<file path="src/hdl/isa_pkg.sv">
`default_nettype none

package isa_pkg;

  // major opcode, any code not listed here is undefined
  typedef enum logic [3:0] {
    OP_ADD = 4'b0000,  // saturating add
    OP_SUB = 4'b0001,  // saturating subtract
    OP_XOR = 4'b0010,
    OP_SLL = 4'b0100,
    OP_SRA = 4'b0101,
    OP_ROR = 4'b0110,
    OP_LLB = 4'b1010,  // load low byte, keep high byte of rd
    OP_LHB = 4'b1011   // load high byte, keep low byte of rd
  } opcode_e;

  // one instruction word, msb first
  typedef struct packed {
    opcode_e    opcode;
    logic [3:0] rd;
    logic [3:0] rs;      // high nibble of imm8 for llb/lhb
    logic [3:0] rt_imm;  // rt index, shift amount or low nibble of imm8
  } instr_t;

  // shifter mode taken from opcode[1:0]
  // 00 sll, 01 sra, 10 ror, 11 never issued
  typedef logic [1:0] shift_mode_t;

endpackage

`default_nettype wire

</file>
<file path="src/hdl/datapath_pkg.sv">
`default_nettype none

package datapath_pkg;

  typedef logic [15:0] word_t;     // data word
  typedef logic [3:0]  reg_idx_t;  // register index, r0..r15
  typedef logic [3:0]  shamt_t;    // shift amount 0..15

  // condition flags
  typedef struct packed {
    logic zero;
    logic overflow;  // only add/sub touch this one
    logic negative;
  } flags_t;

  // writeback, used for both the rf write port and the report
  typedef struct packed {
    reg_idx_t rd;
    word_t    data;
  } wb_t;

endpackage

`default_nettype wire

</file>
<file path="src/hdl/shifter.sv">
`timescale 1ns/1ps
`default_nettype none

module shifter
  import datapath_pkg::*;
  import isa_pkg::*;
(
  input  word_t       shift_in_i,
  input  shamt_t      shamt_i,
  input  shift_mode_t mode_i,      // opcode[1:0]
  output word_t       shift_out_o
);

  localparam int W      = $bits(word_t);
  localparam int STAGES = $bits(shamt_t);  // stages by 1, 2, 4, 8

  // stage 0 is the raw input, stage STAGES the final result
  word_t sll_stg [0:STAGES];
  word_t sra_stg [0:STAGES];
  word_t ror_stg [0:STAGES];

  assign sll_stg[0] = shift_in_i;
  assign sra_stg[0] = shift_in_i;
  assign ror_stg[0] = shift_in_i;

  for (genvar s = 0; s < STAGES; s++) begin : g_stage
    localparam int N = 2 ** s;

    // zero fill from the right
    assign sll_stg[s+1] = shamt_i[s] ? {sll_stg[s][W-1-N:0], {N{1'b0}}}
                                     : sll_stg[s];

    // sign bit fills every vacated position
    assign sra_stg[s+1] = shamt_i[s] ? {{N{sra_stg[s][W-1]}}, sra_stg[s][W-1:N]}
                                     : sra_stg[s];

    // bits leaving at the bottom come back in at the top
    assign ror_stg[s+1] = shamt_i[s] ? {ror_stg[s][N-1:0], ror_stg[s][W-1:N]}
                                     : ror_stg[s];
  end

  always_comb begin
    case (mode_i)
      2'b01:   shift_out_o = sra_stg[STAGES];
      2'b10:   shift_out_o = ror_stg[STAGES];
      default: shift_out_o = sll_stg[STAGES];  // 00, and 11 which is never used
    endcase
  end

endmodule

`default_nettype wire

</file>
<file path="src/hdl/sat_alu.sv">
`timescale 1ns/1ps
`default_nettype none

module sat_alu
  import datapath_pkg::*;
  import isa_pkg::*;
(
  input  word_t   a_i,
  input  word_t   b_i,
  input  opcode_e op_i,
  output word_t   result_o,
  output logic    ovfl_o
);

  localparam int W = $bits(word_t);

  localparam word_t SAT_POS = {1'b0, {(W-1){1'b1}}};  // 0x7fff
  localparam word_t SAT_NEG = {1'b1, {(W-1){1'b0}}};  // 0x8000

  logic  sub;
  logic  is_arith;
  logic  ovfl;
  word_t b_eff;
  word_t sum;
  word_t sat_val;

  assign sub      = (op_i == OP_SUB);
  assign is_arith = (op_i == OP_ADD) || (op_i == OP_SUB);

  // a - b done as a + ~b + 1
  assign b_eff = sub ? ~b_i : b_i;
  assign sum   = a_i + b_eff + {{(W-1){1'b0}}, sub};

  // same operand signs but the sum flipped sign
  assign ovfl = (a_i[W-1] == b_eff[W-1]) && (sum[W-1] != a_i[W-1]);

  // direction of the overflow follows the sign of a
  assign sat_val = a_i[W-1] ? SAT_NEG : SAT_POS;

  always_comb begin
    case (op_i)
      OP_ADD,
      OP_SUB:  result_o = ovfl ? sat_val : sum;
      OP_XOR:  result_o = a_i ^ b_i;
      default: result_o = sum;  // result unused by the execute unit
    endcase
  end

  assign ovfl_o = is_arith && ovfl;  // xor never overflows

endmodule

`default_nettype wire

</file>
<file path="src/hdl/reg_file.sv">
`timescale 1ns/1ps
`default_nettype none

module reg_file
  import datapath_pkg::*;
(
  input  logic     clk_i,
  input  logic     arst_n_i,
  input  reg_idx_t rd_a_idx_i,
  input  reg_idx_t rd_b_idx_i,
  output word_t    rd_a_data_o,
  output word_t    rd_b_data_o,
  input  logic     wr_en_i,
  input  wb_t      wr_i
);

  localparam int NUM_REGS = 2 ** $bits(reg_idx_t);

  word_t regs [0:NUM_REGS-1];

  // written at the rising edge and never at r0
  always_ff @(posedge clk_i or negedge arst_n_i) begin
    if (!arst_n_i) begin
      for (int i = 0; i < NUM_REGS; i++) begin
        regs[i] <= '0;
      end
    end else if (wr_en_i && (wr_i.rd != '0)) begin
      regs[wr_i.rd] <= wr_i.data;
    end
  end

  // combinational reads return the old value during a write cycle
  assign rd_a_data_o = regs[rd_a_idx_i];
  assign rd_b_data_o = regs[rd_b_idx_i];

  // a write aimed at r0 must leave it reading zero afterwards
  a_r0_zero: assert property (
    @(posedge clk_i) disable iff (!arst_n_i)
    (wr_en_i && (wr_i.rd == '0)) |=> (regs[0] == '0)
  ) else $error("r0 changed after a write to index 0");

endmodule

`default_nettype wire

</file>
<file path="src/hdl/exec_unit.sv">
`timescale 1ns/1ps
`default_nettype none

module exec_unit
  import datapath_pkg::*;
  import isa_pkg::*;
(
  input  logic     clk_i,
  input  logic     arst_n_i,
  input  logic     instr_valid_i,
  input  instr_t   instr_i,
  output reg_idx_t rd_a_idx_o,
  output reg_idx_t rd_b_idx_o,
  input  word_t    rd_a_data_i,
  input  word_t    rd_b_data_i,
  output logic     wr_en_o,
  output wb_t      wr_o,
  output logic     wb_valid_o,
  output wb_t      wb_o,
  output flags_t   flags_o
);

  logic        defined;    // opcode is one of the eight implemented
  logic        use_shift;
  logic        use_load;
  logic        upd_zero;
  logic        upd_all;    // add/sub set every flag
  logic [7:0]  imm8;
  word_t       alu_res;
  logic        alu_ovfl;
  word_t       shift_res;
  word_t       load_res;
  word_t       result;
  shift_mode_t shift_mode;
  flags_t      flags_d;
  flags_t      flags_q;
  logic        wb_valid_q;
  wb_t         wb_q;

  // opcode decode
  always_comb begin
    defined   = 1'b1;
    use_shift = 1'b0;
    use_load  = 1'b0;
    upd_zero  = 1'b0;
    upd_all   = 1'b0;
    case (instr_i.opcode)
      OP_ADD, OP_SUB: begin
        upd_zero = 1'b1;
        upd_all  = 1'b1;
      end
      OP_XOR: begin
        upd_zero = 1'b1;
      end
      OP_SLL, OP_SRA, OP_ROR: begin
        use_shift = 1'b1;
        upd_zero  = 1'b1;
      end
      OP_LLB, OP_LHB: use_load = 1'b1;  // flags untouched
      default: defined = 1'b0;
    endcase
  end

  // port b reads rd on loads so the other byte survives
  assign rd_a_idx_o = instr_i.rs;
  assign rd_b_idx_o = use_load ? instr_i.rd : instr_i.rt_imm;

  sat_alu u_sat_alu (
    .a_i      (rd_a_data_i),
    .b_i      (rd_b_data_i),
    .op_i     (instr_i.opcode),
    .result_o (alu_res),
    .ovfl_o   (alu_ovfl)
  );

  assign shift_mode = instr_i.opcode[1:0];

  shifter u_shifter (
    .shift_in_i  (rd_a_data_i),
    .shamt_i     (instr_i.rt_imm),
    .mode_i      (shift_mode),
    .shift_out_o (shift_res)
  );

  assign imm8     = {instr_i.rs, instr_i.rt_imm};
  // opcode[0] picks lhb over llb
  assign load_res = instr_i.opcode[0] ? {imm8, rd_b_data_i[7:0]}
                                      : {rd_b_data_i[15:8], imm8};

  always_comb begin
    if (use_shift) begin
      result = shift_res;
    end else if (use_load) begin
      result = load_res;
    end else begin
      result = alu_res;
    end
  end

  assign wr_en_o = instr_valid_i && defined;
  assign wr_o    = '{rd: instr_i.rd, data: result};

  always_comb begin
    flags_d = flags_q;
    if (upd_zero) flags_d.zero = (result == '0);
    if (upd_all) begin
      flags_d.overflow = alu_ovfl;
      flags_d.negative = result[15];
    end
  end

  // report and flags land on the same edge as the rf write
  always_ff @(posedge clk_i or negedge arst_n_i) begin
    if (!arst_n_i) begin
      wb_valid_q <= 1'b0;
      wb_q       <= '0;
      flags_q    <= '0;
    end else begin
      wb_valid_q <= wr_en_o;
      if (wr_en_o) begin
        wb_q    <= wr_o;
        flags_q <= flags_d;
      end
    end
  end

  assign wb_valid_o = wb_valid_q;
  assign wb_o       = wb_q;
  assign flags_o    = flags_q;

  // every report follows a strobe carrying a defined opcode
  a_wb_after_issue: assert property (
    @(posedge clk_i) disable iff (!arst_n_i)
    wb_valid_o |-> ($past(instr_valid_i) && ($past(instr_i.opcode) inside
      {OP_ADD, OP_SUB, OP_XOR, OP_SLL, OP_SRA, OP_ROR, OP_LLB, OP_LHB}))
  ) else $error("wb_valid_o high without a defined issue");

  // the shifter never sees the unused mode
  a_no_mode_11: assert property (
    @(posedge clk_i) disable iff (!arst_n_i)
    (instr_valid_i && use_shift) |-> (shift_mode != 2'b11)
  ) else $error("shift issued with mode 11");

endmodule

`default_nettype wire

</file>
<file path="src/hdl/exec_top.sv">
`timescale 1ns/1ps
`default_nettype none

module exec_top
  import datapath_pkg::*;
  import isa_pkg::*;
(
  input  logic   clk_i,
  input  logic   arst_n_i,
  input  logic   instr_valid_i,
  input  instr_t instr_i,
  output logic   wb_valid_o,
  output wb_t    wb_o,
  output flags_t flags_o
);

  reg_idx_t rd_a_idx;
  reg_idx_t rd_b_idx;
  word_t    rd_a_data;
  word_t    rd_b_data;
  logic     wr_en;
  wb_t      wr;      // write port, same value as the next report

  reg_file u_reg_file (
    .clk_i       (clk_i),
    .arst_n_i    (arst_n_i),
    .rd_a_idx_i  (rd_a_idx),
    .rd_b_idx_i  (rd_b_idx),
    .rd_a_data_o (rd_a_data),
    .rd_b_data_o (rd_b_data),
    .wr_en_i     (wr_en),
    .wr_i        (wr)
  );

  exec_unit u_exec_unit (
    .clk_i         (clk_i),
    .arst_n_i      (arst_n_i),
    .instr_valid_i (instr_valid_i),
    .instr_i       (instr_i),
    .rd_a_idx_o    (rd_a_idx),
    .rd_b_idx_o    (rd_b_idx),
    .rd_a_data_i   (rd_a_data),
    .rd_b_data_i   (rd_b_data),
    .wr_en_o       (wr_en),
    .wr_o          (wr),
    .wb_valid_o    (wb_valid_o),
    .wb_o          (wb_o),
    .flags_o       (flags_o)
  );

endmodule

`default_nettype wire

</file>
<file path="config.mk">
export PLATFORM = sky130hd
export DESIGN_NAME = exec_top
export DESIGN_NICKNAME = d
export VERILOG_FILES = /design/src/hdl/isa_pkg.sv /design/src/hdl/datapath_pkg.sv /design/src/hdl/shifter.sv /design/src/hdl/sat_alu.sv /design/src/hdl/reg_file.sv /design/src/hdl/exec_unit.sv /design/src/hdl/exec_top.sv
export SDC_FILE = /design/constraint.sdc
export NUM_CORES = 1
export LEC_CHECK = 0
export BUFFER_PORTS_ARGS = -buffer_cell sky130_fd_sc_hd__buf_2
export CAP_MARGIN = 30
export CORE_MARGIN = 5
export CORE_UTILIZATION = 55
export CTS_CLUSTER_DIAMETER = 40
export CTS_CLUSTER_SIZE = 30
export DETAILED_ROUTE_END_ITERATION = 7
export PLACE_DENSITY = 0.71
export SLEW_MARGIN = 40
export SYNTH_ARGS = -nofsm -noshare
export SYNTH_HDL_FRONTEND = slang
export SYNTH_SLANG_ARGS = --single-unit
</file>
<file path="constraint.sdc">
create_clock -name clk_i -period 6 [get_ports clk_i]
set_input_delay 0.3 -clock clk_i [delete_from_list [all_inputs] [get_ports clk_i]]
set_output_delay 0.3 -clock clk_i [all_outputs]
set_load 0.01 [all_outputs]
</file>
---- After elaboration in Yosys (flattened, before gate mapping) ----
Index checks and enable logic that the tools add are counted.
operators by class
  $add $sub $neg .......................... 2
  multiply operators ...................... 0
  div/mod/pow operators ................... 0
  order comparisons ....................... 4
  equality and inequality tests ........... 11
  shift operators ......................... 0
  multiplexer cells ....................... 35
  bitwise operators ....................... 5
  reductions and logical operators ........ 16
operator list
  kind                                                                   count
  16-bit two-way mux                                                     19
  256-bit bitwise mux                                                    1
  16-bit binary-select mux with 4-bit select                             2
  16-bit demux with 4-bit select                                         1
  16-bit one-hot mux with 2 select lines                                 2
  15-bit two-way mux                                                     4
  16-bit by 1-bit adder with 16-bit output                               1
  16-bit adder                                                           1
  16-bit logical NOT                                                     1
  16-bit inverter                                                        1
  16-bit XOR                                                             1
  5-bit greater-or-equal comparator, second input constant               3
  4-bit inverter with 5-bit output                                       3
  4-bit by 3-bit equality test with 1-bit output, second input constant  3
  4-bit equality test, second input constant                             2
  8-bit OR reduction                                                     1
  6-bit OR reduction                                                     1
  1-bit logical AND                                                      5
  5-bit by 1-bit < comparator with 1-bit output, second input constant   1
  1-bit two-way mux                                                      5
  4-bit by 1-bit equality test with 1-bit output, second input constant  1
  4-bit by 2-bit equality test with 1-bit output, second input constant  1
  4-bit logical NOT                                                      1
  4-bit two-way mux                                                      1
  9 further kinds                                                        11
storage, ports and cells
  register bits ........................... 280
  bits in latches ......................... 0
  RAM bits ................................ 0
  ROM bits ................................ 0
  input port bits ......................... 19
  output and inout bits ................... 24
  word-level logic and storage cells ...... 95
  memories ................................ 0

---- Longest topological paths before layout ----
  depth after elaboration ................. 19
  gate-level depth with buffers ........... 31
  mapped depth without buffers ............ 25

---- Hierarchy ----
From an unflattened synthesis, not the netlist that was laid out.
second synthesis, totals
  cells, all modules ...................... 1,500
  area, all modules ....................... 18,803.0 µm²
modules (own cells, without submodules)
  module     instances  cells each  area an instance (µm²)  sequential area each (µm²)
  reg_file   1          844         13,190.2                6,406.1
  shifter    1          265         2,566.2                 0.0
  exec_unit  1          209         1,671.6                 600.6
  sat_alu    1          182         1,375.1                 0.0

---- Worst setup path after synthesis ----
No wires, ideal clock.
  path kind ............................... input -> register
  start ................................... input port instr_i[12] in the netlist's numbering
  end ..................................... register u_exec_unit.flags_q, in the netlist u_exec_unit.flags_o[2]
  library setup time ...................... 0.068 ns
  arrival ................................. 6.634 ns
  required time ........................... 5.932 ns
  slack ................................... -0.701 ns
  cell stages on the path ................. 28
  path buffers ............................ 5
  cell sequence ........................... inv_1 -> clkbuf_1 -> ha_1 -> or2_1 -> buf_4 -> nand3_2 -> nand2_2 -> buf_2 -> buf_2 -> buf_4 -> mux4_2 -> a22oi_1 -> nand2_1 -> xnor2_1 -> ha_1 -> nand2_1 -> nor4_1 -> inv_1 -> nor3_1 -> nand2_1 -> mux2i_1 -> nor4_2 -> a221oi_2 -> o32ai_1 -> a211oi_2 -> or4b_1 -> nor4b_2 -> a32o_1
between the ends
  word-level cells in the longest chain between the ends .. 19
  elaborated cells on any way between the ends .. 41
  classes of those cells .................. add/sub: 2; eq/ne: 11; mux: 15; bitwise: 3; reduce/logical: 10
ends and longest elaborated chain
  element                                                 RTL line          source
  start: declaration                                      exec_top.sv:11    input instr_t instr_i,
  4-bit equality test                                     exec_unit.sv:47   case (instr_i.opcode)
  2-bit OR reduction                                      exec_unit.sv:47
  1-bit two-way mux                                       exec_unit.sv:47
  4-bit two-way mux                                       exec_unit.sv:66   assign rd_b_idx_o = use_load ? instr_i.rd : instr_i.rt_imm;
  4-bit inverter with 5-bit output (not written as such)  reg_file.sv:34    assign rd_b_data_o = regs[rd_b_idx_i];
  16-bit binary-select mux with 4-bit select              reg_file.sv:34
  16-bit two-way mux (not written as such) (2 in a row)   reg_file.sv:34
  16-bit inverter                                         sat_alu.sv:31     assign b_eff = sub ? ~b_i : b_i;
  (+2 left out)                                           -
  16-bit by 1-bit adder with 16-bit output                sat_alu.sv:32     assign sum = a_i + b_eff + {{(W-1){1'b0}}, sub};
  1-bit inequality test                                   sat_alu.sv:35     assign ovfl = (a_i[W-1] == b_eff[W-1]) && (sum[W-1] != a_i[W-1]);
  1-bit logical AND                                       sat_alu.sv:35
  16-bit two-way mux                                      sat_alu.sv:43     OP_SUB: result_o = ovfl ? sat_val : sum;
  16-bit one-hot mux with 2 select lines                  sat_alu.sv:41     case (op_i)
  16-bit two-way mux                                      exec_unit.sv:93   end else if (use_load) begin
  16-bit two-way mux                                      exec_unit.sv:91   if (use_shift) begin
  16-bit logical NOT                                      exec_unit.sv:105  if (upd_zero) flags_d.zero = (result == '0);
  end signal: assignment                                  exec_unit.sv:122  flags_q <= flags_d;
  end: declaration                                        exec_unit.sv:36   flags_t flags_q;
Several ways; a longest one is shown, not always the timed one. The select of a mux whose other input is x is not followed.
A chain may end at the register's enable or synchronous reset.

---- Final worst setup path ----
  start ................................... input port instr_i[12] in the netlist's numbering
  end ..................................... register u_reg_file.regs[173] in the netlist's numbering
between the ends
  word-level cells in the longest chain between the ends .. 19
  elaborated cells on any way between the ends .. 39
  classes of those cells .................. add/sub: 2; eq/ne: 11; mux: 15; bitwise: 3; reduce/logical: 8
ends and longest elaborated chain
  element                                                 RTL line         source
  4-bit equality test                                     exec_unit.sv:47
  2-bit OR reduction                                      exec_unit.sv:47
  1-bit two-way mux                                       exec_unit.sv:47
  4-bit two-way mux                                       exec_unit.sv:66
  4-bit inverter with 5-bit output (not written as such)  reg_file.sv:34
  16-bit binary-select mux with 4-bit select              reg_file.sv:34
  16-bit two-way mux (not written as such) (2 in a row)   reg_file.sv:34
  16-bit inverter                                         sat_alu.sv:31
  (+2 left out)                                           -
  16-bit by 1-bit adder with 16-bit output                sat_alu.sv:32
  1-bit inequality test                                   sat_alu.sv:35
  1-bit logical AND                                       sat_alu.sv:35
  16-bit two-way mux                                      sat_alu.sv:43
  16-bit one-hot mux with 2 select lines                  sat_alu.sv:41
  16-bit two-way mux                                      exec_unit.sv:93
  16-bit two-way mux                                      exec_unit.sv:91
  256-bit bitwise mux                                     reg_file.sv:28   regs[wr_i.rd] <= wr_i.data;
  end signal: indexed assignment                          reg_file.sv:28
  end: declaration                                        reg_file.sv:19   word_t regs [0:NUM_REGS-1];
Several ways; a longest one is shown, not always the timed one. The select of a mux whose other input is x is not followed.

==> results.ini <==
[hold_path]
worstHoldPathType = input pin to flip-flop
min_to = u_exec_unit.wb_o[16]$_DFFE_PN0P_
holdPathStages = 3
hp-start = instr_i[8]

[power]
power_leakage_nw = 10.7
p_per_area_nw_per_um2 = 374
finalPower_mw = 8.88
peakVddDrop_v = 0.000285

[sta]
worst_slew_pin_slew_ps = 904
holdWs_ps = 96.2
fmax_mhz = 173
post-route-min-period_ps = 5790
finalSetupViolCount = 0
drv_slew = 0
period_share_pct = 96.5
setup_tns_ps = 0
maxSlewHeadroom_pct = 39.2
final-hold-violation-count = 0
fin_worst_skew_ps = 28.3
rsz0062_at_grt = no

[routing]
ant_nets = 0
wl_per_cell_um = 29.7
drt_iter0_markers = 2292
wirelength_um = 80000
drc = 0
avgViaCountPerCell = 7.05
first_pass_iters = 7
vias = 19009

[finish]
drive_above_1_share_pct = 33.1
syn2layout_area_growth_pct = 19.7
final_common_cell = nand2_1
mostFrequentLayoutCells = nand2_1 (337), dfrtp_1 (280), buf_4 (260)
nets = 2243

[clock_tree]
tritoncts = yes
cts_setup_buffers = 0
clk_pin_slew_ps = 60
h-tree-depth = 2
cts.sinks = 280
clockBufferDepth = 3
clkLatencyLatePin_ps = 550
clk_root_buffer_cell = clkbuf_16
numCtsBuffers = 39

[die]
die_w_um = 200
dieHeight_um = 200
pin_count = 43
die-area_sq_um = 40000
floorplan.initialDensity_pct = 55.7
coreArea_sq_um = 35700
row_count = 69

[place]
place_hpwl_um = 58200
io_buffers = 42
place.gp.congestion = 1.06

[grt]
grt_pass1_vias = 18620
overflow = 0
grt_max_degree = 83
grt_pass1_wl_um = 120000
antenna_found_initial = 2
grt_usage_pct = 40.1

[critical_path]
endpoint_kind = flip-flop
required_ps = 6490
crit_type = input pin to flip-flop
rrSetupSlack_ps = 760
cp-start-kind = input pin
r2r-start = u_reg_file.regs[164]$_DFFE_PN0P_
worst-path-buf-inv = 8
crit_slowest_cell = o21ai_1
timing.rr.end = u_reg_file.regs[173]$_DFFE_PN0P_
critPathTopFamily = compound AO/OA/AOI/OAI gates
r2r_cells = 22
cp_data_arrival_time_ps = 6270
path_max_fanout = 16
cp_slowest_stage_delay_ps = 480
cp_common_cell = buf_4

[logic_synthesis]
ys_types = 93
yosys.area.top_type = dfrtp_1
yosysTopAreaCellShare_pct = 35.3
syn-num-nets = 2061
syn_area_per_cell_sq_um = 9.82
synthArstFlopShare_pct = 100
synth_area_sq_um = 19900
synthFlopType = dfrtp_1
synth.area.top_cells = dfrtp_1 (35%), mux2_2 (12%), mux4_2 (10%), nand2_1 (6.4%), mux2i_1 (5.5%)
synth-edff-count = 0
seq_area_frac_synth_pct = 35.3
ys_warn_count = 0
ys_ff_latch = 280
synth_cells = 2023

[flow_run]
max-cap-violations = 0

[run_status]
outcome = completed

-- cells by family (layout without fill, tap and decap cells) --
kind of cell / Yosys count / count (layout) / share of synthesized area [%]
simple gates: 602 / 603 / 13.5
compound gates: 476 / 476 / 16.6
mux: 408 / 408 / 27.5
flops: 280 / 280 / 35.3
buf+inv: 203 / 415 / 4.38
xor+xnor: 35 / 35 / 1.54
fa+ha+maj: 19 / 19 / 1.23
other cells: 0 / 1 / 0
-- registers in the layout, summed over array words and instances (netlist names) --
signal,count
u_reg_file.regs,256
u_exec_unit.wb_o,20
u_exec_unit.flags_o,3
u_exec_unit.wb_valid_o,1
-- Yosys cell counts, types with 21 or more instances --
master    number
nand3_1       37
a211oi_1      40
mux2i_1      110
dfrtp_1      280
xnor2_1       26
clkbuf_1     126
o21ai_0      119
nor3_1        26
and2_1        24
mux4_2        90
nor2_1        86
mux2_2       204
a21oi_1       68
nand2_1      338
and3_1        21
buf_2         29
a22oi_1       37
-- power by group --
group          total [mW]  switching (mW)  internal, mW  leakage [nW]
combinational        3.64            2.02          1.62          6.31
clock                2.45           0.960          1.49         0.665
sequential           2.80           0.417          2.38          3.74
total                8.88            3.39          5.49          10.7
-- area by class of cell --
class / instances / area [sq um]
Antenna cell: 1 / 2.50
Fill cell: 2794 / 11900
Clock buffer: 43 / 1020
Sequential cell: 280 / 7010
Clock inverter: 29 / 377
Tap cell: 461 / 577
Inverter: 23 / 86.3
Timing Repair Buffer: 320 / 2530
Multi-Input combinational cell: 1541 / 12200
-- worst max path at each step --
stage                start                                  to  slack (ps)  cells past startpoint
6_report       instr_i[12]    u_reg_file.regs[173]$_DFFE_PN0P_         210                     28
5_1_grt        instr_i[12]  u_exec_unit.flags_o[2]$_DFFE_PN0P_           9                     31
4_1_cts        instr_i[12]  u_exec_unit.flags_o[2]$_DFFE_PN0P_         100                     26
3_5_place_dp   instr_i[12]  u_exec_unit.flags_o[2]$_DFFE_PN0P_        -430                     26
3_3_place_gp   instr_i[12]  u_exec_unit.flags_o[2]$_DFFE_PN0P_        -530                     25
2_1_floorplan  instr_i[12]  u_exec_unit.flags_o[2]$_DFFE_PN0P_          20                     28
-- per-layer routing --
metal / routed length (um) / global-route usage, % / up-vias
met4: 5620 / 20.9 / 2
met2: 35400 / 61.8 / 1369
met1: 30000 / 53.1 / 9367
li1: - / - / 7931
met5: 12 / 0 / -
met3: 9000 / 9.32 / 340
-- stage by stage --
step	setup slack (ps)	utilization [%]	instances	area [sq um]
detailed placement	-426	62.6	2623	22300
CTS	102	66.5	2696	23700
global placement	-530	62.4	2621	22200
global route	8.90	66.7	2698	23800
finish	211	66.7	2698	23800
floorplan	20.3	-	2023	20000
-- timing repair --
action	in CTS	in global routing
hold endpoints to repair	116	0
resized for setup	0	12
setup endpoints to repair	0	109
hold buffers	1	0
-- tightest hold or removal path: stages --
cell	delay, ps
buf_2	170
nand2_1	80
nand2_1	40
Power figures use the tool's default switching activity.
